[src/rtl/lg_settings.svh]
/*
 * logic generator widths
 * pin, table, counter and bus decode sizes used across the design
 */

`ifndef LG_SETTINGS_SVH
`define LG_SETTINGS_SVH

// data path
`define LG_DW 8    // pin and sample width
`define LG_AW 10   // table address bits, 1024 words

// burst counters
`define LG_RW 14   // data repeat
`define LG_LW 32   // period length
`define LG_NW 16   // period number

// misc
`define LG_TN 2    // external trigger inputs
`define LG_BAW 7   // register offset bits decoded

`endif

[src/rtl/lg_pkg.sv]
/*
 * logic generator types
 * states, register offsets and the structs passed between blocks
 */

`default_nettype none

`include "lg_settings.svh"

package lg_pkg;

  typedef enum logic [1:0] {IDLE, ARMED, RUN} gen_state_e;

  // register map, byte offsets
  typedef enum logic [`LG_BAW-1:0] {
    CTL     = 'h00,  // strobes, state readback
    TRG     = 'h08,  // external trigger mask
    MODE    = 'h10,
    BDR     = 'h20,  // data repeat
    BDL     = 'h24,  // data length
    BPL     = 'h28,  // period length
    BPN     = 'h2c,  // period number
    STS_BPL = 'h30,
    STS_BPN = 'h34,
    OE0     = 'h40,
    OE1     = 'h44,
    MSK     = 'h48,
    VAL     = 'h4c
  } reg_addr_e;

  typedef struct packed {
    logic        wen;
    logic        ren;
    logic [31:0] addr;
    logic [31:0] wdata;
  } bus_req_t;

  typedef struct packed {
    logic        ack;
    logic [31:0] rdata;
  } bus_rsp_t;

  typedef struct packed {logic rst; logic str; logic stp; logic trg;} ctl_t;

  typedef struct packed {
    logic              inf;  // run forever
    logic [`LG_RW-1:0] bdr;
    logic [`LG_AW-1:0] bdl;
    logic [`LG_LW-1:0] bpl;
    logic [`LG_NW-1:0] bpn;
  } burst_cfg_t;

  typedef struct packed {
    logic [`LG_DW-1:0] oe0;
    logic [`LG_DW-1:0] oe1;
    logic [`LG_DW-1:0] msk;
    logic [`LG_DW-1:0] val;
  } pin_cfg_t;

  typedef struct packed {
    gen_state_e        state;
    logic [`LG_LW-1:0] bpl;  // cycle within period
    logic [`LG_NW-1:0] bpn;  // period index
    logic              per;
    logic              lst;
  } burst_sts_t;

  typedef struct packed {logic vld; logic [`LG_AW-1:0] adr; logic lst;} tbl_req_t;
  typedef struct packed {logic vld; logic [`LG_DW-1:0] dat; logic lst;} smp_t;
  typedef struct packed {logic [`LG_DW-1:0] o; logic [`LG_DW-1:0] e;} pin_t;

endpackage

`default_nettype wire

[src/rtl/lg_pins.sv]
/*
 * logic generator pin stage
 * mask, polarity and per level output enable, held between samples
 */

`default_nettype none

`include "lg_settings.svh"

module lg_pins import lg_pkg::*; (
  input  logic     bus,
  input  logic     reset,
  input  smp_t     smp,
  input  pin_cfg_t cfg,
  output pin_t     pins
);

  logic [`LG_DW-1:0] o_n;
  logic [`LG_DW-1:0] e_n;

  // masked bits take the polarity value
  assign o_n = cfg.val ^ (~cfg.msk & smp.dat);
  // enable picked by output level
  assign e_n = (cfg.oe0 & ~o_n) | (cfg.oe1 & o_n);

  always_ff @(posedge bus) begin
    if (reset)        pins <= '0;
    else if (smp.vld) pins <= '{o: o_n, e: e_n};  // hold otherwise
  end

endmodule

`default_nettype wire

[config.mk]
export PLATFORM = sky130hd
export DESIGN_NAME = lg_pins
export DESIGN_NICKNAME = d
export VERILOG_FILES = /design/src/rtl/lg_pkg.sv /design/src/rtl/lg_pins.sv
export VERILOG_INCLUDE_DIRS = /design/src /design/src/rtl
export SDC_FILE = /design/constraint.sdc
export NUM_CORES = 1
export LEC_CHECK = 0
export BUFFER_PORTS_ARGS = -buffer_cell sky130_fd_sc_hd__buf_2
export CAP_MARGIN = 20
export CORE_UTILIZATION = 30
export DETAILED_ROUTE_END_ITERATION = 12
export MAX_ROUTING_LAYER = met4
export PLACE_DENSITY = 0.59
export SLEW_MARGIN = 25
export SYNTH_ARGS = -nofsm -noshare
export SYNTH_HDL_FRONTEND = slang
export SYNTH_SLANG_ARGS = --single-unit
[constraint.sdc]
create_clock -name bus -period 1.4 [get_ports bus]
set_input_delay 0.07 -clock bus [delete_from_list [all_inputs] [get_ports bus]]
set_output_delay 0.07 -clock bus [all_outputs]
set_load 0.005 [all_outputs]
==> key figures <==
Yosys
  • Synth warn: 0
  • Synthesized area: 843 um^2
  • Yosys reg bits: 16
  • Yosys cell types: 8
  • Post-synthesis sequential area ratio: 0.380
  • Synth Instances: 77
  • Mean cell area of the mapped netlist: 11.0 um^2
  • Mapped Nets: 121

Cells and area
  • Max reg flops: 16
  • Final nets: 179
  • Register area: 320 um^2
  • Top Registers: pins x16
  • Top reg by flops: pins
  • Commonest non-fill, non-tap cell in the layout: buf_2
  • Area Overhead vs Synth: 38.9%
  • Multi-input logic area: 500 um^2
  • N_diodes: 0
  • Layout cells sized above 1: 0.579
  • Filler cell count in the final layout: 270
  • Most frequent cells in the layout: buf_2 (58), nor2_1 (16), a211oi_1 (16), dfxtp_1 (16)

STA
  • Crit path time final: 0.808 ns
  • TNS Setup: 0 ns
  • Fin. Hold Viols: 0
  • Final period util: 0.577
  • Clock skew: 0 ns
  • Rel. slew slack: 0.656
  • Slew Viols, Final: 0
  • RSZ-0062 raised after global routing: false
  • Final worst slack: 0.592 ns
  • Final setup fails: 0
  • FMAX: 1240 MHz
  • Least-Margin Pin Slew: 0.516 ns

Routing
  • WL/cell: 10.5 um
  • Via density per instance: 4.46
  • Met2 wire length: 850 um
  • Max Used Layer: met3
  • Routed length on met3: 152 um
  • DRC Markers: 0
  • Post-route ant nets: 0
  • Vias: 727
  • Met1 WL: 714 um
  • Routed wire length: 1.72 mm
  • Pre-Repair DR Iteration Count: 2
  • DR iter-0 viols: 3

Pwr
  • Combinational power share: 0.260
  • Leakage: 0.000596 uW
  • P_int: 741 uW
  • Switching share of power: 0.261
  • Power Density: 856 nW/um^2
  • Total power: 1000 uW
  • Worst VDD drop: 0.000576 V
  • Clock power frac: 0.233
  • Sequential share of power: 0.507
  • Switch Pwr: 261 uW

Setup path
  • R2R setup slack: 0.69 ns
  • CP top delay family: flip-flops
  • CP required: 1.33 ns
  • Worst stage delay on the critical path: 0.34 ns
  • Slowest CP cell: dfxtp_1
  • Crit Path Category: flip-flop to output pin
  • CP Launch Point: pins[2]$_SDFFE_PP0P_
  • Nature of the critical path startpoint: flip-flop
  • Worst r2r src: pins[5]$_SDFFE_PP0P_
  • Levels on crit path: 1
  • CP endpoint kind: output pin
  • Worst setup path endpoint: pins[2]
  • R2R depth: 2
  • Arr. time, crit path: 0.74 ns
  • Reg2Reg Capture Point: pins[5]$_SDFFE_PP0P_
  • CP Cell Sequence: buf_2
  • Worst Path Buf+Inv: 1
  • Worst Path Max Fanout: 2

Global routing
  • First-pass GRT wire length: 2.54 mm
  • Largest net degree at the start of global routing: 33
  • Initial antenna violation count: 0
  • Tot GR Track Use: 0.123
  • Grt total ovfl: 0
  • Number of global-route vias before repair: 649

Placed design
  • Port Buffers: 58
  • Worst slack at placement: 0.439 ns
  • HPWL Detailed: 1.36 mm
  • Routability cong.: 0.604

Die
  • Ports: 60
  • Die W: 55.0 um
  • Row count: 18
  • Die area: 3030 um^2
  • Initial Utilization: 0.328
  • Chip height: 55.0 um
  • Core footprint: 2570 um^2

Run
  • # Max-Cap Violations: 0

Clock network
  • Number of buffers created by CTS: 3
  • H-tree levels: 1
  • Root Buffer: clkbuf_4
  • # resized after CTS: 0
  • Clock latency on the worst-skew pair: 0.27 ns
  • TritonCTS clock tree: done
  • Worst-case clock buffer depth: 2
  • CTS sink count: 16
  • Post-CTS Setup Inserts: 0
  • CTS clock-pin slew for the worst setup and hold paths: 0.09 ns
  • # hold bufs at CTS: 0

Min path
  • Min-Delay Path Class: primary input to flip-flop

Outcome
  • Status: complete, no violations
[kinds of logic (layout without fill, tap and decap cells)]
group,Yosys count,after routing,share of synthesized area
xor gates and xnor gates,8,8,0.154
DFF,16,16,0.380
AOI/OAI and AO/OA,16,16,0.142
muxes,8,8,0.0950
and+or+nand+nor,24,24,0.202
buffers and inverters,5,61,0.0267
[how the worst min path moves through the flow]
| stage | from | end | slack [ns] | depth (start not counted) |
|---|---|---|---|---|
| after floorplan | smp[9] | pins[15]$_SDFFE_PP0P_ | 0.25 | 2 |
| after global placement | cfg[4] | pins[12]$_SDFFE_PP0P_ | 0.41 | 3 |
| after detailed placement | cfg[2] | pins[10]$_SDFFE_PP0P_ | 0.41 | 3 |
| after CTS | cfg[2] | pins[10]$_SDFFE_PP0P_ | 0.09 | 3 |
| after global routing | cfg[4] | pins[12]$_SDFFE_PP0P_ | 0.1 | 3 |
| final | cfg[2] | pins[10]$_SDFFE_PP0P_ | 0.11 | 3 |
[power by group through the flow]
stage	clock, uW	combinational, uW	sequential (uW)
after floorplan	0	143	523
after global routing	277	289	513
after detailed placement	0	264	519
after CTS	259	266	509
final	234	261	508
after global placement	0	259	518
[final cells by class]
type	count	share of cell area
Multi-Input combinational cell	56	0.427
Sequential cell	16	0.274
Timing Repair Buffer	58	0.248
Tap cell	30	0.0321
Clock buffer	3	0.0192
[synthesized netlist by cell type]
library cell	count	area share
nor2_1	16	0.071
xnor2_2	8	0.15
a211oi_1	16	0.14
mux2i_1	8	0.095
dfxtp_1	16	0.38
clkbuf_1	2	0.0089
buf_2	3	0.018
nor2b_4	8	0.13
[per-layer routing]
layer | track usage | up-vias
met5 | - | -
met4 | 0.0125 | 0
met3 | 0.0601 | 0
met2 | 0.239 | 35
met1 | 0.110 | 312
li1 | - | 380
[per-stage QoR]
step	hold slack, ns	area, um^2	utilization	std cells
global placement	0.411	1150	0.447	160
detailed placement	0.413	1150	0.447	160
CTS	0.0940	1170	0.456	163
floorplan	0.253	843	-	77
global route	0.0951	1170	0.456	163
finish	0.111	1170	0.456	163
[tightest hold or removal path: cells and delay by family]
kind	cells	cell delay (ns)
buffers and inverters	1	0.10
XOR/XNOR	1	0.12
AO/OA/AOI/OAI	1	0.06
Power figures use the tool's default switching activity.
