File: src/rtl/lg_settings.svh
/*
 * logic generator widths
 * pin, table, counter and bus decode sizes used across the design
 */

`ifndef LG_SETTINGS_SVH
`define LG_SETTINGS_SVH

// data path
`define LG_DW 8    // pin and sample width
`define LG_AW 10   // table address bits, 1024 words

// burst counters
`define LG_RW 14   // data repeat
`define LG_LW 32   // period length
`define LG_NW 16   // period number

// misc
`define LG_TN 2    // external trigger inputs
`define LG_BAW 7   // register offset bits decoded

`endif

File: src/rtl/lg_pkg.sv
/*
 * logic generator types
 * states, register offsets and the structs passed between blocks
 */

`default_nettype none

`include "lg_settings.svh"

package lg_pkg;

  typedef enum logic [1:0] {IDLE, ARMED, RUN} gen_state_e;

  // register map, byte offsets
  typedef enum logic [`LG_BAW-1:0] {
    CTL     = 'h00,  // strobes, state readback
    TRG     = 'h08,  // external trigger mask
    MODE    = 'h10,
    BDR     = 'h20,  // data repeat
    BDL     = 'h24,  // data length
    BPL     = 'h28,  // period length
    BPN     = 'h2c,  // period number
    STS_BPL = 'h30,
    STS_BPN = 'h34,
    OE0     = 'h40,
    OE1     = 'h44,
    MSK     = 'h48,
    VAL     = 'h4c
  } reg_addr_e;

  typedef struct packed {
    logic        wen;
    logic        ren;
    logic [31:0] addr;
    logic [31:0] wdata;
  } bus_req_t;

  typedef struct packed {
    logic        ack;
    logic [31:0] rdata;
  } bus_rsp_t;

  typedef struct packed {logic rst; logic str; logic stp; logic trg;} ctl_t;

  typedef struct packed {
    logic              inf;  // run forever
    logic [`LG_RW-1:0] bdr;
    logic [`LG_AW-1:0] bdl;
    logic [`LG_LW-1:0] bpl;
    logic [`LG_NW-1:0] bpn;
  } burst_cfg_t;

  typedef struct packed {
    logic [`LG_DW-1:0] oe0;
    logic [`LG_DW-1:0] oe1;
    logic [`LG_DW-1:0] msk;
    logic [`LG_DW-1:0] val;
  } pin_cfg_t;

  typedef struct packed {
    gen_state_e        state;
    logic [`LG_LW-1:0] bpl;  // cycle within period
    logic [`LG_NW-1:0] bpn;  // period index
    logic              per;
    logic              lst;
  } burst_sts_t;

  typedef struct packed {logic vld; logic [`LG_AW-1:0] adr; logic lst;} tbl_req_t;
  typedef struct packed {logic vld; logic [`LG_DW-1:0] dat; logic lst;} smp_t;
  typedef struct packed {logic [`LG_DW-1:0] o; logic [`LG_DW-1:0] e;} pin_t;

endpackage

`default_nettype wire

File: src/rtl/lg_regs.sv
/*
 * logic generator register block
 * config registers, control strobes, trigger masking, status and irq
 */

`default_nettype none

`include "lg_settings.svh"

module lg_regs import lg_pkg::*; (
  input  logic              bus,
  input  logic              reset,
  input  bus_req_t          reg_req,
  output bus_rsp_t          reg_rsp,
  input  logic [`LG_TN-1:0] trg,
  input  burst_sts_t        sts,
  output ctl_t              ctl,
  output burst_cfg_t        burst_cfg,
  output pin_cfg_t          pin_cfg,
  output logic              irq
);

  reg_addr_e         adr;      // decoded offset
  logic              ack;
  logic [31:0]       rdata;
  logic [`LG_TN-1:0] cfg_trg;  // trigger mask
  logic [`LG_TN-1:0] trg_r;    // external triggers, one stage
  ctl_t              stb;      // trg field carries swt here

  assign adr = reg_addr_e'(reg_req.addr[`LG_BAW-1:0]);

  //////////////////////////////////////////////////////////////////////
  // bus handshake
  //////////////////////////////////////////////////////////////////////

  always_ff @(posedge bus) begin
    if (reset) ack <= 1'b0;
    else       ack <= reg_req.wen | reg_req.ren;  // ack next cycle
  end

  assign reg_rsp = '{ack: ack, rdata: rdata};

  // config writes
  always_ff @(posedge bus) begin
    if (reset) begin
      cfg_trg   <= '0;
      burst_cfg <= '0;
      pin_cfg   <= '0;
    end else if (reg_req.wen) begin
      case (adr)
        TRG:  cfg_trg       <= reg_req.wdata[`LG_TN-1:0];
        MODE: burst_cfg.inf <= reg_req.wdata[1];  // bit0 reserved
        BDR:  burst_cfg.bdr <= reg_req.wdata[`LG_RW-1:0];
        BDL:  burst_cfg.bdl <= reg_req.wdata[`LG_AW-1:0];
        BPL:  burst_cfg.bpl <= reg_req.wdata[`LG_LW-1:0];
        BPN:  burst_cfg.bpn <= reg_req.wdata[`LG_NW-1:0];
        OE0:  pin_cfg.oe0   <= reg_req.wdata[`LG_DW-1:0];
        OE1:  pin_cfg.oe1   <= reg_req.wdata[`LG_DW-1:0];
        MSK:  pin_cfg.msk   <= reg_req.wdata[`LG_DW-1:0];
        VAL:  pin_cfg.val   <= reg_req.wdata[`LG_DW-1:0];
        default: ;  // read only or unmapped
      endcase
    end
  end

  // readback, registered to line up with ack
  always_ff @(posedge bus) begin
    case (adr)
      CTL:     rdata <= 32'(sts.state);
      TRG:     rdata <= 32'(cfg_trg);
      MODE:    rdata <= {30'd0, burst_cfg.inf, 1'b0};
      BDR:     rdata <= 32'(burst_cfg.bdr);
      BDL:     rdata <= 32'(burst_cfg.bdl);
      BPL:     rdata <= burst_cfg.bpl;
      BPN:     rdata <= 32'(burst_cfg.bpn);
      STS_BPL: rdata <= sts.bpl;
      STS_BPN: rdata <= 32'(sts.bpn);
      OE0:     rdata <= 32'(pin_cfg.oe0);
      OE1:     rdata <= 32'(pin_cfg.oe1);
      MSK:     rdata <= 32'(pin_cfg.msk);
      VAL:     rdata <= 32'(pin_cfg.val);
      default: rdata <= '0;
    endcase
  end

  //////////////////////////////////////////////////////////////////////
  // control strobes
  //////////////////////////////////////////////////////////////////////

  // CTL write bits become single cycle pulses
  always_ff @(posedge bus) begin
    if (reset) begin
      stb   <= '0;
      trg_r <= '0;
    end else begin
      trg_r <= trg;
      if (reg_req.wen && adr == CTL)
        stb <= '{rst: reg_req.wdata[0], str: reg_req.wdata[1],
                 stp: reg_req.wdata[2], trg: reg_req.wdata[3]};
      else
        stb <= '0;
    end
  end

  // software trigger or any unmasked external one
  assign ctl = '{rst: stb.rst, str: stb.str, stp: stb.stp,
                 trg: stb.trg | (|(trg_r & cfg_trg))};

  // interrupt, lst delayed by one
  always_ff @(posedge bus) begin
    if (reset) irq <= 1'b0;
    else       irq <= sts.lst;
  end

endmodule

`default_nettype wire

File: config.mk
export PLATFORM = sky130hd
export DESIGN_NAME = lg_regs
export DESIGN_NICKNAME = d
export VERILOG_FILES = /design/src/rtl/lg_pkg.sv /design/src/rtl/lg_regs.sv
export VERILOG_INCLUDE_DIRS = /design/src /design/src/rtl
export SDC_FILE = /design/constraint.sdc
export NUM_CORES = 1
export LEC_CHECK = 0
export ABC_AREA = 1
export BUFFER_PORTS_ARGS = -buffer_cell sky130_fd_sc_hd__buf_2
export CAP_MARGIN = 10
export CORE_ASPECT_RATIO = 1.2
export CORE_UTILIZATION = 45
export CTS_CLUSTER_DIAMETER = 100
export DETAILED_ROUTE_END_ITERATION = 16
export PLACE_DENSITY = 0.87
export SYNTH_ARGS = -nofsm -noshare
export SYNTH_HDL_FRONTEND = slang
export SYNTH_SLANG_ARGS = --single-unit
File: constraint.sdc
create_clock -name bus -period 1.7 [get_ports bus]
set_input_delay 0.34 -clock bus [delete_from_list [all_inputs] [get_ports bus]]
set_output_delay 0.34 -clock bus [all_outputs]
set_load 0.02 [all_outputs]
==> results.sh <==
export IMPL_tightest_slew_ns=0.415
export IMPL_p_int_uw=6110
export IMPL_start_util_pct=46.0
export IMPL_synth_edff_count=0
export IMPL_endpoint_kind="output port"
export IMPL_p_clk_share_pct=50.6
export IMPL_synthTopCellsByCount="dfxtp_1 (147), nand2_1 (137), o21ai_0 (115), nand3_1 (89), a21oi_1 (85)"
export IMPL_cts_tree="done"
export IMPL_skew_ns=0.00652
export IMPL_cp_start_kind="register"
export IMPL_yosysWarnings=0
export IMPL_die_x_um=108
export IMPL_power_density_nw_per_um2=966
export IMPL_critPathKind="register to output port"
export IMPL_max_slew_margin_rel_pct=72.3
export IMPL_finalCritPeriodShare_pct=94.8
export IMPL_cts_resized=0
export IMPL_power_switching_uw=1770
export IMPL_rows=46
export IMPL_fin_ws_ns=0.0886
export IMPL_finalNetCount=1175
export IMPL_seq_power_share_pct=44.1
export IMPL_drt_first_pass_iters=5
export IMPL_grt_start_max_net_pins=45
export IMPL_netlist_area_um2=6070
export IMPL_cp_max_fo=3
export IMPL_portBuffers=238
export IMPL_setup_viol_count_final=0
export IMPL_yosysTopAreaCell="dfxtp_1"
export IMPL_overflow=0
export IMPL_avgSynthCellArea_um2=7.43
export IMPL_core_area_um2=13200
export IMPL_antenna_found_initial=0
export IMPL_root_buffer="clkbuf_16"
export IMPL_leakage_uw=0.00380
export IMPL_synth_top_area_share_pct=48.5
export IMPL_syn2layout_area_growth_pct=34.4
export IMPL_crit_arrival_ns=1.27
export IMPL_hold_viol_final=0
export IMPL_max_cap_violations=0
export IMPL_synth_area_top_cells="dfxtp_1 (49%), o21ai_0 (9.5%), nand2_1 (8.5%)"
export IMPL_ios=265
export IMPL_post_drt_via_cell_ratio=5.23
export IMPL_ctsHtreeMaxLevel=4
export IMPL_antenna_cells=0
export IMPL_combPwrFrac_pct=5.3
export IMPL_hold_buffers=0
export IMPL_globalplace_congestion=0.882
export IMPL_postSynthCellCount=817
export IMPL_p_total_uw=7870
export IMPL_final_max_slew_violation_count=0
export IMPL_fmax_ghz=0.621
export IMPL_hpwl_um=14500
export IMPL_hold_class="input pin to register"
export IMPL_grt_pass1_vias=5805
export IMPL_place_area_um2=7530
export IMPL_ys_seq_area_share_pct=48.5
export IMPL_synth_most_common_cell="dfxtp_1"
export IMPL_dr_first_iter_drc_count=505
export IMPL_clock_latency_ns=0.41
export IMPL_syn_num_nets=939
export IMPL_post_cts_buffers=0
export IMPL_cp_required_ns=1.36
export IMPL_dieHeight_um=129
export IMPL_synth_cell_types=25
export IMPL_finalCriticalPeriod_ns=1.61
export IMPL_vias=6449
export IMPL_ant_nets=0
export IMPL_design_area_um2=8150
export IMPL_drc=0
export IMPL_numCtsBuffers=17
export IMPL_grt_usage_pct=28.0
export IMPL_cts_sinks=147
export IMPL_vdd_drop_max_mv=0.640
export IMPL_fillCellCount=1158
export IMPL_tns_ns=0
export IMPL_ys_dominant_reg_cell="dfxtp_1"
export IMPL_switching_share_pct=22.4
export IMPL_clk_path_buf_depth=2
export IMPL_drive_gt1_share_pct=30.3
export IMPL_grt_pass1_wl_um=29600
export IMPL_die_area_um2=14000
export IMPL_outcome="finished, final reports clean"
export IMPL_clk_transition_reported_paths_ns=0.06
export IMPL_synth_seq_cells=147
export IMPL_async_flop_share_pct=0
export IMPL_routed_wl_um=19900
export IMPL_dp_worst_setup_slack_ns=-0.0376
export IMPL_avgRoutedWirePerCell_um=16.2
export IMPL_rsz0062_at_grt="false"
kinds of logic (layout without fill, tap and decap cells):
family,Yosys count,after routing,synth area share [%]
AND/OR/NAND/NOR,337,337,25.1
AO/OA/AOI/OAI,208,208,17.4
flip-flops,147,147,48.5
buffers and inverters,125,373,9.01
sequential cells by signal, indices dropped and copies added (netlist names):
name / count
cfg_trg: 2
trg_r: 2
pin_cfg: 32
irq: 1
rdata: 32
stb: 1
burst_cfg: 73
ack: 1
ctl: 3
power groups by stage:
stage | Combinational [µW] | Clock (µW) | Sequential, µW
after floorplan | 164 | 0 | 3570
after global placement | 405 | 0 | 3550
after detailed placement | 410 | 0 | 3550
after CTS | 414 | 4020 | 3470
after global routing | 452 | 4170 | 3470
final | 416 | 3990 | 3470
metal layers:
metal / share of wire [%] / track usage, %
met5: 0 / 0
met4: 3.7 / 13.9
met3: 8.2 / 6.84
met2: 50 / 49.4
met1: 38 / 31.2
worst paths after layout:
kind                               startpoint             to  slack [ns]  cells after the start
worst max-delay path               cfg_trg[1]         ctl[0]        0.09                      2
worst min-delay path                   sts[0]            irq        0.13                      3
worst max register to register    pin_cfg[14]       rdata[6]        0.76                      4
worst min register to register  burst_cfg[47]  burst_cfg[47]        0.46                      2
placed cells by master (no fill, tap or decap), drive strengths merged, types with 4 or more instances in the layout:
cell,count
nand2,141
buf,267
a21oi,85
nand3,93
dfxtp,147
nand3b,6
clkbuf,19
clkinv,5
bufinv,4
inv,76
o21ai,118
nor2,93
worst max-delay path, cell delays in order, from the launching register on:
cell and delay, ns:
dfxtp_1 0.33, a221o_1 0.36, buf_2 0.18
layout make-up:
class / count / area (µm²) / share of cell area (%)
clock inverter: 12 / 180 / 2.21
sequential: 147 / 2940 / 36.1
tap: 168 / 210 / 2.58
clock buffer: 19 / 443 / 5.43
timing repair buffer: 267 / 1510 / 18.5
multi-input combinational: 545 / 2580 / 31.7
inverter: 75 / 282 / 3.45
metrics by stage:
stage	cells	utilization [%]	hold WS, ns
finish	1233	61.8	0.133
global route	1233	61.8	0.125
CTS	1233	61.8	0.121
detailed placement	1202	57.1	0.450
global placement	1202	57.1	0.446
floorplan	817	-	0.447
Power figures use the tool's default switching activity.
