===== config.mk =====
export PLATFORM = sky130hd
export DESIGN_NAME = lg_burst
export DESIGN_NICKNAME = d
export VERILOG_FILES = /design/src/rtl/lg_pkg.sv /design/src/rtl/lg_burst.sv
export VERILOG_INCLUDE_DIRS = /design/src /design/src/rtl
export SDC_FILE = /design/constraint.sdc
export NUM_CORES = 1
export LEC_CHECK = 0
export BUFFER_PORTS_ARGS = -buffer_cell sky130_fd_sc_hd__buf_2
export CAP_MARGIN = 15
export CORE_MARGIN = 5
export CORE_UTILIZATION = 57
export CTS_CLUSTER_SIZE = 16
export DETAILED_ROUTE_END_ITERATION = 6
export GPL_ROUTABILITY_DRIVEN = 0
export HOLD_SLACK_MARGIN = 0.06
export PLACE_DENSITY = 0.85
export SLEW_MARGIN = 20
export SYNTH_ARGS = -nofsm -noshare
export SYNTH_HDL_FRONTEND = slang
export SYNTH_SLANG_ARGS = --single-unit

===== constraint.sdc =====
create_clock -name bus -period 6.6 [get_ports bus]
set_input_delay 0.33 -clock bus [delete_from_list [all_inputs] [get_ports bus]]
set_output_delay 0.33 -clock bus [all_outputs]
set_load 0.005 [all_outputs]

===== src/rtl/lg_settings.svh =====
/*
 * logic generator widths
 * pin, table, counter and bus decode sizes used across the design
 */

`ifndef LG_SETTINGS_SVH
`define LG_SETTINGS_SVH

// data path
`define LG_DW 8    // pin and sample width
`define LG_AW 10   // table address bits, 1024 words

// burst counters
`define LG_RW 14   // data repeat
`define LG_LW 32   // period length
`define LG_NW 16   // period number

// misc
`define LG_TN 2    // external trigger inputs
`define LG_BAW 7   // register offset bits decoded

`endif


===== src/rtl/lg_pkg.sv =====
/*
 * logic generator types
 * states, register offsets and the structs passed between blocks
 */

`default_nettype none

`include "lg_settings.svh"

package lg_pkg;

  typedef enum logic [1:0] {IDLE, ARMED, RUN} gen_state_e;

  // register map, byte offsets
  typedef enum logic [`LG_BAW-1:0] {
    CTL     = 'h00,  // strobes, state readback
    TRG     = 'h08,  // external trigger mask
    MODE    = 'h10,
    BDR     = 'h20,  // data repeat
    BDL     = 'h24,  // data length
    BPL     = 'h28,  // period length
    BPN     = 'h2c,  // period number
    STS_BPL = 'h30,
    STS_BPN = 'h34,
    OE0     = 'h40,
    OE1     = 'h44,
    MSK     = 'h48,
    VAL     = 'h4c
  } reg_addr_e;

  typedef struct packed {
    logic        wen;
    logic        ren;
    logic [31:0] addr;
    logic [31:0] wdata;
  } bus_req_t;

  typedef struct packed {
    logic        ack;
    logic [31:0] rdata;
  } bus_rsp_t;

  typedef struct packed {logic rst; logic str; logic stp; logic trg;} ctl_t;

  typedef struct packed {
    logic              inf;  // run forever
    logic [`LG_RW-1:0] bdr;
    logic [`LG_AW-1:0] bdl;
    logic [`LG_LW-1:0] bpl;
    logic [`LG_NW-1:0] bpn;
  } burst_cfg_t;

  typedef struct packed {
    logic [`LG_DW-1:0] oe0;
    logic [`LG_DW-1:0] oe1;
    logic [`LG_DW-1:0] msk;
    logic [`LG_DW-1:0] val;
  } pin_cfg_t;

  typedef struct packed {
    gen_state_e        state;
    logic [`LG_LW-1:0] bpl;  // cycle within period
    logic [`LG_NW-1:0] bpn;  // period index
    logic              per;
    logic              lst;
  } burst_sts_t;

  typedef struct packed {logic vld; logic [`LG_AW-1:0] adr; logic lst;} tbl_req_t;
  typedef struct packed {logic vld; logic [`LG_DW-1:0] dat; logic lst;} smp_t;
  typedef struct packed {logic [`LG_DW-1:0] o; logic [`LG_DW-1:0] e;} pin_t;

endpackage

`default_nettype wire


===== src/rtl/lg_burst.sv =====
/*
 * logic generator burst sequencer
 * walks the table in bursts and issues one read per data cycle
 */

`default_nettype none

`include "lg_settings.svh"

module lg_burst import lg_pkg::*; (
  input  logic       bus,
  input  logic       reset,
  input  ctl_t       ctl,
  input  burst_cfg_t cfg,
  output tbl_req_t   req,
  output burst_sts_t sts
);

  gen_state_e        state;
  logic              act;  // inside data part of period
  logic [`LG_RW-1:0] rpt;  // repeat count for current word
  logic [`LG_AW-1:0] adr;  // table index
  logic [`LG_LW-1:0] cyc;  // cycle in period
  logic [`LG_NW-1:0] num;  // period number
  logic              run;
  logic              rpt_end;
  logic              dat_end;
  logic              per_end;
  logic              run_end;

  assign run     = (state == RUN);
  assign rpt_end = (rpt == cfg.bdr);
  assign dat_end = act & rpt_end & (adr == cfg.bdl);  // last data cycle of period
  assign per_end = run & (cyc == cfg.bpl);
  assign run_end = (num == cfg.bpn) & ~cfg.inf;       // final period

  //////////////////////////////////////////////////////////////////////
  // FSM and counters
  //////////////////////////////////////////////////////////////////////

  always_ff @(posedge bus) begin
    if (reset) begin
      state <= IDLE;
      act   <= 1'b0;
      rpt   <= '0;
      adr   <= '0;
      cyc   <= '0;
      num   <= '0;
    end else if (ctl.rst || ctl.stp) begin
      state <= IDLE;  // abort from anywhere
      act   <= 1'b0;
      if (ctl.rst) begin
        rpt <= '0;
        adr <= '0;
        cyc <= '0;
        num <= '0;
      end
    end else begin
      case (state)
        IDLE: if (ctl.str) state <= ARMED;
        ARMED: begin
          if (ctl.trg) begin  // launch, first read next cycle
            state <= RUN;
            act   <= 1'b1;
            rpt   <= '0;
            adr   <= '0;
            cyc   <= '0;
            num   <= '0;
          end
        end
        RUN: begin
          // data part, each word held bdr+1 cycles
          if (act) begin
            if (rpt_end) begin
              rpt <= '0;
              if (adr == cfg.bdl) act <= 1'b0;
              else                adr <= adr + 1'b1;
            end else begin
              rpt <= rpt + 1'b1;
            end
          end
          // period boundary overrides the data update
          if (per_end) begin
            if (run_end) begin
              state <= IDLE;  // counters kept for status
              act   <= 1'b0;
            end else begin
              cyc <= '0;
              num <= num + 1'b1;
              act <= 1'b1;
              rpt <= '0;
              adr <= '0;
            end
          end else begin
            cyc <= cyc + 1'b1;
          end
        end
        default: state <= IDLE;
      endcase
    end
  end

  // table read request, no back-pressure
  assign req = '{vld: run & act, adr: adr, lst: run & dat_end & run_end};

  assign sts = '{state: state, bpl: cyc, bpn: num,
                 per: run & (cyc == '0), lst: per_end & run_end};

endmodule

`default_nettype wire


==> metrics.txt, run 1 <==
DRT Pass-1 Iters=5; Tot Pwr=0.881 mW; post-CTS setup repair buffer count=0; clk buf depth=2; Synth top area share=0.310; Final Util=0.696; Post-synth EDFFs=0; Num CTS Buffers=9; flops & latches, synth=75; final instance area=0.00574 sq mm; clock tree from TritonCTS=done; VDD IR max=0.0000934 V; Clk pin slew, worst setup/hold paths=80 ps; clk root buf=clkbuf_8; Remaining DRCs=0; YS warnings=0; NumNets Final=822; CP Max Fanout=24; CTS sink count=75; vias in the first global route=4866; Rows=33; Combinational Power Share=0.091; I/O Pins=143; Worst EP arrival=3370 ps; global-route wire length before repair=23600 um; Die Height=102 um; Slew Limit Fails=0; Flop pwr share=0.515; setup TNS=0 ps; global-route track usage on met2=0.461; Req. time, crit path=6860 ps; Power Density=153 mW/mm^2; CTS resizes=0; drt wl/cell=17.3 um; Die X=102 um; initial core utilization=0.587; Post-Syn Nets=701; period utilisation layout=0.471; CP peak stage delay=760 ps; Fillers=681; CORE AREA=0.00826 sq mm; multi-input gate area in the final layout=0.00307 sq mm; critical path type=reg -> reg; Register-to-Register Path Depth=7; final hold violation count=0; Post-Route WL=14700 um; clock power share=0.394; Congestion Overflow GR=0; Hold WC Path Type=in -> reg; met3 Use GR=0.0505; Syn Std Cell Area=0.00484 sq mm; ys async rst share=0; DP Wirelength=10900 um; fraction of layout cells with a size suffix above 1=0.233; critical path depth in cells=7; Synth cell types=58; Hold Crit Depth=2; Clock Latency Late Sink=350 ps; setup slack after layout=3490 ps; hold_buf cts=0; syn_area_per_cell=7.85 sq um; Slowest-stage cell, CP=nand2_1; die area=0.0104 sq mm; prevailing post-synth register cell=dfxtp_1; CP Buf/Inv Count=0; # setup viols final=0; status=completed; Lkg Pwr=2.14 nW; endpoint kind of the worst setup timing path=register; pre-CTS setup slack=3530 ps; largest net degree at the start of global routing=32; htree depth=3; Worst-Margin Slew=871 ps; CP Launch Type=register; max-cap viol count=0; Final min period=3110 ps; main area contributors after synthesis=dfxtp_1 (31%), xnor2_1 (14%), a21oi_1 (5.2%), nand4_1 (4.3%), nand2_1 (4.0%); register area share after synthesis=0.310; Port Buf Inserts=142; Area after DPL=0.00556 sq mm; via count=5169; fmax=0.322 GHz; register area=0.00150 sq mm; Sw Pwr=0.210 mW; antenna viol nets, final=0; critical path's top delay family=simple AND/OR/NAND/NOR gates; initial antenna violation count=0; Sw Ratio=0.238; Post-Synthesis Cells=617; via-per-instance ratio=6.11; GR Util All Layers=0.282; Synth area leader=dfxtp_1; GRT busiest layer=met2; met1 GRT Util=0.378; worst-path cell chain=xnor2_1 > nand4_1 > nor4_2 > nand4_2 > nand2_1 > a21oi_1 > a211oi_1; n_diodes=0; RSZ-0062 raised after global routing=false; clock skew=9.26 ps; Area Overhead vs Synth=18.6%; internal power=0.671 mW; DRT iter0 DRCs=352; max-slew headroom at the worst pin=0.418
## registers in the layout, summed over array words and instances, names as in the netlist
name,count
act,1
adr,10
cyc,32
num,16
rpt,14
state,2
## path summary, 6_finish.rpt
path / startpoint / end / slack [ps]
max reg2reg: cyc[7] / cyc[3] / 3490
min: ctl[0] / state[0] / 210
min reg2reg: rpt[7] / rpt[7] / 530
max: cyc[7] / cyc[3] / 3490
## cell usage after synthesis (10+ instances only)
cell type / n
dfxtp_1: 75
xnor2_1: 75
nand2_1: 52
a21oi_1: 50
nor2_1: 36
nand3_1: 33
nand4_1: 33
inv_1: 29
clkbuf_1: 23
and3_1: 19
nor3_1: 19
xor2_1: 17
a211oi_1: 16
nor4_1: 12
buf_2: 11
o21ai_0: 10
## layout make-up
type / count / area share
clock buffer: 11 / 0.0246
clock inverter: 3 / 0.00697
inverter: 29 / 0.0190
multi-input combinational: 476 / 0.535
sequential: 75 / 0.261
tap: 105 / 0.0229
timing repair buffer: 147 / 0.130
## logic make-up after synthesis
kind of cell / Yosys count / synth area share
flip-flops: 75 / 0.310
buffers and inverters: 66 / 0.0563
AND/OR/NAND/NOR: 245 / 0.271
AO/OA/AOI/OAI: 125 / 0.163
adder cells (fa/ha/maj): 5 / 0.0129
multiplexers: 8 / 0.0165
XOR/XNOR: 93 / 0.170
## power groups by stage
stage / Clock, mW / Combinational [mW] / Sequential, mW
floorplan: 0 / 0.0426 / 0.464
global placement: 0 / 0.0776 / 0.464
detailed placement: 0 / 0.0797 / 0.465
CTS: 0.349 / 0.0802 / 0.454
global route: 0.369 / 0.0880 / 0.454
finish: 0.347 / 0.0806 / 0.454
## cell usage in the layout (no fill, tap or decap), drive strengths merged, types with 2 or more instances in the layout
| cell type | n |
|---|---|
| mux2i | 8 |
| nor4 | 15 |
| or4 | 3 |
| clkinv | 2 |
| a22o | 4 |
| and2 | 3 |
| inv | 29 |
| ha | 5 |
| dfxtp | 75 |
| clkbuf | 11 |
| xor2 | 17 |
| o31ai | 2 |
| nand4b | 3 |
| nor3 | 20 |
| nor3b | 2 |
| o21a | 2 |
| o22ai | 3 |
| nor2b | 3 |
| o21ai | 18 |
| or3 | 9 |
| nand2b | 3 |
| a41oi | 3 |
| nand4 | 34 |
| a31oi | 7 |
| xnor2 | 76 |
| and4 | 3 |
| a21oi | 52 |
| o211ai | 2 |
| buf | 147 |
| nand3b | 2 |
| o221ai | 2 |
| nand2 | 53 |
| nand3 | 33 |
| a211oi | 16 |
| o32ai | 5 |
| nor2 | 36 |
| and3 | 20 |
## through the flow
step | hold slack (ps) | std cells
after global routing | 215 | 846
after CTS | 204 | 846
after global placement | 479 | 832
after floorplan | 447 | 617
after detailed placement | 506 | 832
final | 212 | 846
## routing by layer
| layer | wire [um] | up-vias |
|---|---|---|
| li1 | - | 2459 |
| met4 | 214 | 0 |
| met2 | 6910 | 289 |
| met5 | 0 | - |
| met3 | 1490 | 28 |
| met1 | 6040 | 2393 |
(Power assumes the default switching activity.)
==> run 2, diff against run 1 <==
--- a/config.mk
+++ b/config.mk
@@ -6,15 +6,16 @@
 export SDC_FILE = /design/constraint.sdc
 export NUM_CORES = 1
 export LEC_CHECK = 0
+export ABC_AREA = 1
 export BUFFER_PORTS_ARGS = -buffer_cell sky130_fd_sc_hd__buf_2
 export CAP_MARGIN = 15
 export CORE_MARGIN = 5
-export CORE_UTILIZATION = 57
+export CORE_UTILIZATION = 51
 export CTS_CLUSTER_SIZE = 16
 export DETAILED_ROUTE_END_ITERATION = 6
 export GPL_ROUTABILITY_DRIVEN = 0
 export HOLD_SLACK_MARGIN = 0.06
-export PLACE_DENSITY = 0.85
+export PLACE_DENSITY = 0.77
 export SLEW_MARGIN = 20
 export SYNTH_ARGS = -nofsm -noshare
 export SYNTH_HDL_FRONTEND = slang
==> constraint.sdc (replaced) <==
create_clock -name bus -period 2.5 [get_ports bus]
set_input_delay 0.125 -clock bus [delete_from_list [all_inputs] [get_ports bus]]
set_output_delay 0.125 -clock bus [all_outputs]
set_load 0.005 [all_outputs]
==> metrics.txt, run 2 <==
DP Wirelength=14600 um; Die X=123 um; Slew Limit Fails=0; worst-path cell chain=ha_1 > inv_1 > nor3_4 > nand2_1 > inv_1 > nand2_1 > xor2_1 > or2_1 > a21oi_1; drt wl/cell=13.4 um; Area Overhead vs Synth=16.4%; setup TNS=0 ps; Post-synth EDFFs=0; CORE AREA=0.0125 sq mm; htree depth=3; main area contributors after synthesis=dfxtp_1 (23%), nand2_1 (19%), inv_1 (9.5%), nand3_1 (8.9%), nor2_1 (7.8%); clock skew=10.2 ps; Syn Std Cell Area=0.00647 sq mm; Post-Route WL=19200 um; Synth top area share=0.232; Hold WC Path Type=in -> reg; CP peak stage delay=580 ps; # setup viols final=0; largest net degree at the start of global routing=33; via-per-instance ratio=5.20; syn_area_per_cell=5.70 sq um; Largest register FFs=32; status=completed; CP Launch Type=register; pre-CTS setup slack=273 ps; YS warnings=0; Worst EP arrival=2570 ps; commonest non-fill, non-tap cell in the layout=nand2_1; initial core utilization=0.517; most frequent cells in the layout=nand2_1 (335), inv_1 (164), buf_2 (142), nor2_1 (135), nand3_1 (115); fraction of layout cells with a size suffix above 1=0.162; via count=7463; flops & latches, synth=75; Post-Syn Nets=1219; ys async rst share=0; n_diodes=0; Num CTS Buffers=9; Req. time, crit path=2780 ps; DRT iter0 DRCs=606; critical path type=reg -> reg; CP Buf/Inv Count=2; Rows=41; hold_sp=ctl[0]; initial antenna violation count=0; post-CTS setup repair buffer count=0; register area share after synthesis=0.232; endpoint kind of the worst setup timing path=register; Lkg Pwr=3.62 nW; Synth area leader=dfxtp_1; clk buf depth=2; prevailing post-synth register cell=dfxtp_1; hold_buf cts=0; fmax=0.437 GHz; clk root buf=clkbuf_16; die area=0.0150 sq mm; vias in the first global route=6615; Post-Synthesis Cells=1135; Critical Path Source=cyc[0]; Top reg by flops=cyc; antenna viol nets, final=0; Largest regs=cyc x32, num x16, rpt x14; max-cap viol count=0; global-route wire length before repair=31400 um; NumNets Final=1342; Congestion Overflow GR=0; clock tree from TritonCTS=done; DRT Pass-1 Iters=5; Slowest-stage cell, CP=dfxtp_1; Clock Latency Late Sink=350 ps; final hold violation count=0; VDD IR max=0.000281 V; FF-to-FF Start=cyc[0]; CTS resizes=0; I/O Pins=143; critical path's top delay family=simple AND/OR/NAND/NOR gates; Power Density=358 mW/mm^2; Remaining DRCs=0; Final min period=2290 ps; GR Util All Layers=0.256; Clk pin slew, worst setup/hold paths=70 ps; Synth cell types=39; RSZ-0062 raised after global routing=false; Fillers=1322; most common cell in the netlist=nand2_1; Port Buf Inserts=142; period utilisation layout=0.915; max-slew headroom at the worst pin=0.683; Die Height=123 um; most frequent cells after synthesis=nand2_1 (335), inv_1 (164), nor2_1 (135), nand3_1 (115), dfxtp_1 (75); CP Max Fanout=9; Worst-Margin Slew=474 ps; CTS sink count=75; setup slack after layout=212 ps
run 2: cell types whose count changed after synthesis, moves of 12 or more:
cell and delta:
nand3_1 +82, a211oi_1 -16, nor2_1 +99, inv_1 +135, clkbuf_1 -12, and3_1 -18, nand4_1 +20, xor2_1 +20
xnor2_1 -53, nand2_1 +283
run 2: area by class of cell:
type	instances	area [sq um]	area share
clock buffer	10	229	0.0304
sequential	75	1500	0.199
inverter	173	649	0.0862
clock inverter	6	41.3	0.00548
timing repair buffer	159	838	0.111
tap	172	215	0.0286
multi-input combinational	840	4060	0.539
run 2: path summary, 6_finish.rpt:
check        cells after the start       end  slack [ps]
max reg2reg                      9   cyc[24]         210
min                              4  state[0]         120
min reg2reg                      2   rpt[13]         510
max                              9   cyc[24]         210
run 2: through the flow:
stage                     total power [mW]  instances  instance area, sq um  hold WS [ps]   util
final                                 2.70       1435                  7540           118  0.602
after CTS                             2.70       1435                  7540           116  0.602
after detailed placement              1.50       1419                  7270           477  0.580
after floorplan                       1.39       1135                  6470           324      -
after global routing                  2.80       1435                  7540           139  0.602
after global placement                1.50       1419                  7270           470  0.580
run 2: per-layer routing:
layer / vias to the layer above / routed length [um] / track usage
met5: - / 0 / 0
li1: 3815 / - / -
met2: 277 / 8880 / 0.417
met4: 0 / 449 / 0.0931
met3: 38 / 1350 / 0.0350
met1: 3333 / 8480 / 0.347
run 2: logic make-up (layout without fill, tap and decap cells):
family / count (synthesis) / count (layout) / synth area share
AND/OR/NAND/NOR: 699 / 699 / 0.477
buffers and inverters: 220 / 348 / 0.141
AO/OA/AOI/OAI: 77 / 77 / 0.0611
flip-flops: 75 / 75 / 0.232
XOR/XNOR: 59 / 59 / 0.0798
adder cells (fa/ha/maj): 5 / 5 / 0.00966
run 2: where the power goes:
group / internal [mW] / leakage [nW] / switching [mW]
logic: 0.109 / 2.90 / 0.166
clock network: 0.672 / 0.125 / 0.554
registers: 1.20 / 0.604 / 0.00311
run 2: tightest hold or removal path, delay by kind of cell:
kind	cells	cell delay, ps
AND/OR/NAND/NOR	1	80
buffers and inverters	2	140
AO/OA/AOI/OAI	1	80
==> run 3, diff against run 2 <==
--- a/config.mk
+++ b/config.mk
@@ -9,6 +9,7 @@
 export ABC_AREA = 1
 export BUFFER_PORTS_ARGS = -buffer_cell sky130_fd_sc_hd__buf_2
 export CAP_MARGIN = 15
+export CORE_ASPECT_RATIO = 1.1
 export CORE_MARGIN = 5
 export CORE_UTILIZATION = 51
 export CTS_CLUSTER_SIZE = 16
@@ -16,7 +17,6 @@
 export GPL_ROUTABILITY_DRIVEN = 0
 export HOLD_SLACK_MARGIN = 0.06
 export PLACE_DENSITY = 0.77
-export SLEW_MARGIN = 20
 export SYNTH_ARGS = -nofsm -noshare
 export SYNTH_HDL_FRONTEND = slang
 export SYNTH_SLANG_ARGS = --single-unit
==> metrics.txt, run 3 (same netlist as run 2, synthesis figures left out) <==
period utilisation layout=0.902; I/O Pins=143; multi-input gate area in the final layout=0.00406 sq mm; Die Height=128 um; CP Launch Type=register; Final min period=2260 ps; Slew Limit Fails=0; n_diodes=0; Rows=43; Lkg Pwr=3.65 nW; VDD IR max=0.000255 V; Top reg by flops=cyc; Area Overhead vs Synth=16.9%; endpoint kind of the worst setup timing path=primary output; status=completed; NumNets Final=1341; DRT iter0 DRCs=557; critical path type=reg -> out; most frequent cells in the layout=nand2_1 (335), inv_1 (164), buf_2 (142), nor2_1 (135), nand3_1 (115); Remaining DRCs=0; final instance area=0.00757 sq mm; Largest regs=cyc x32, num x16, rpt x14; vias in the first global route=6825; Worst-Margin Slew=555 ps; DP Wirelength=14400 um; Post-Route WL=18800 um; CORE AREA=0.0125 sq mm; # setup viols final=0; Hold Crit Depth=4; clk root buf=clkbuf_16; clk buf depth=2; Area after DPL=0.00724 sq mm; htree depth=3; via-per-instance ratio=5.23; hold_ws=153 ps; Power Density=385 mW/mm^2; die area=0.0151 sq mm; Fillers=1285; Die X=117 um; commonest non-fill, non-tap cell in the layout=nand2_1; Hold WC Path Type=in -> reg; post-CTS setup repair buffer count=0; via count=7428; drt wl/cell=13.3 um; largest net degree at the start of global routing=33; Port Buf Inserts=142; fmax=0.443 GHz; CTS resizes=0; clock skew=5.96 ps; Register-to-Register Path Depth=12; CP Max Fanout=9; register area=0.00150 sq mm; setup TNS=0 ps; clock tree from TritonCTS=done; max-slew headroom at the worst pin=0.627; Worst EP arrival=2130 ps; initial antenna violation count=1; Congestion Overflow GR=0; DRT Pass-1 Iters=6; CTS sink count=75; Num CTS Buffers=9; Clock Latency Late Sink=340 ps; antenna viol nets, final=0; global-route wire length before repair=31500 um; Req. time, crit path=2380 ps; GR Util All Layers=0.246; hold_buf cts=0; Largest register FFs=32; Clk pin slew, worst setup/hold paths=60 ps; RSZ-0062 raised after global routing=false; initial core utilization=0.517; fraction of layout cells with a size suffix above 1=0.160; max-cap viol count=0; final hold violation count=0
## run 3: area by class of cell
cell class	count	area share
Tap cell	157	0.0260
Multi-Input combinational cell	840	0.537
Clock inverter	3	0.00909
Clock buffer	13	0.0344
Sequential cell	75	0.198
Timing Repair Buffer	158	0.110
Inverter	173	0.0858
## run 3: worst max-delay path, stage by stage (launching register included)
cell,delay (ps)
dfxtp_1,570
inv_2,130
nand2_1,80
nand2_1,60
nor2_2,110
nand2_1,60
nor2_1,220
nand2_1,100
nor2_2,140
nand2_2,110
inv_1,100
buf_2,120
## run 3: through the flow
step / power, mW / utilization / worst slack (ps) / cells
2_1_floorplan: 1.39 / - / 753 / 1135
3_3_place_gp: 1.49 / 0.578 / 367 / 1403
3_5_place_dp: 1.50 / 0.578 / 357 / 1403
4_1_cts: 2.93 / 0.604 / 289 / 1419
5_1_grt: 3.03 / 0.604 / 41.9 / 1419
6_report: 2.92 / 0.604 / 244 / 1419
## run 3: path summary, 6_finish.rpt
path | start | endpoint | slack [ps]
worst min-delay path | ctl[0] | state[0] | 150
worst max register to register | cyc[0] | cyc[11] | 260
worst max-delay path | cyc[0] | sts[0] | 240
worst min register to register | rpt[13] | rpt[13] | 510
## run 3: metal layers
| layer | global-route usage | routed length, um | vias up |
|---|---|---|---|
| met5 | 0 | 7 | - |
| met2 | 0.418 | 8900 | 293 |
| met3 | 0.0437 | 1350 | 52 |
| met1 | 0.305 | 7970 | 3269 |
| li1 | - | - | 3812 |
| met4 | 0.109 | 585 | 2 |
## run 3: power by group
part           internal, mW  switching [mW]
clock network         0.933           0.511
logic                 0.109           0.162
registers              1.20         0.00330
total                  2.24           0.676
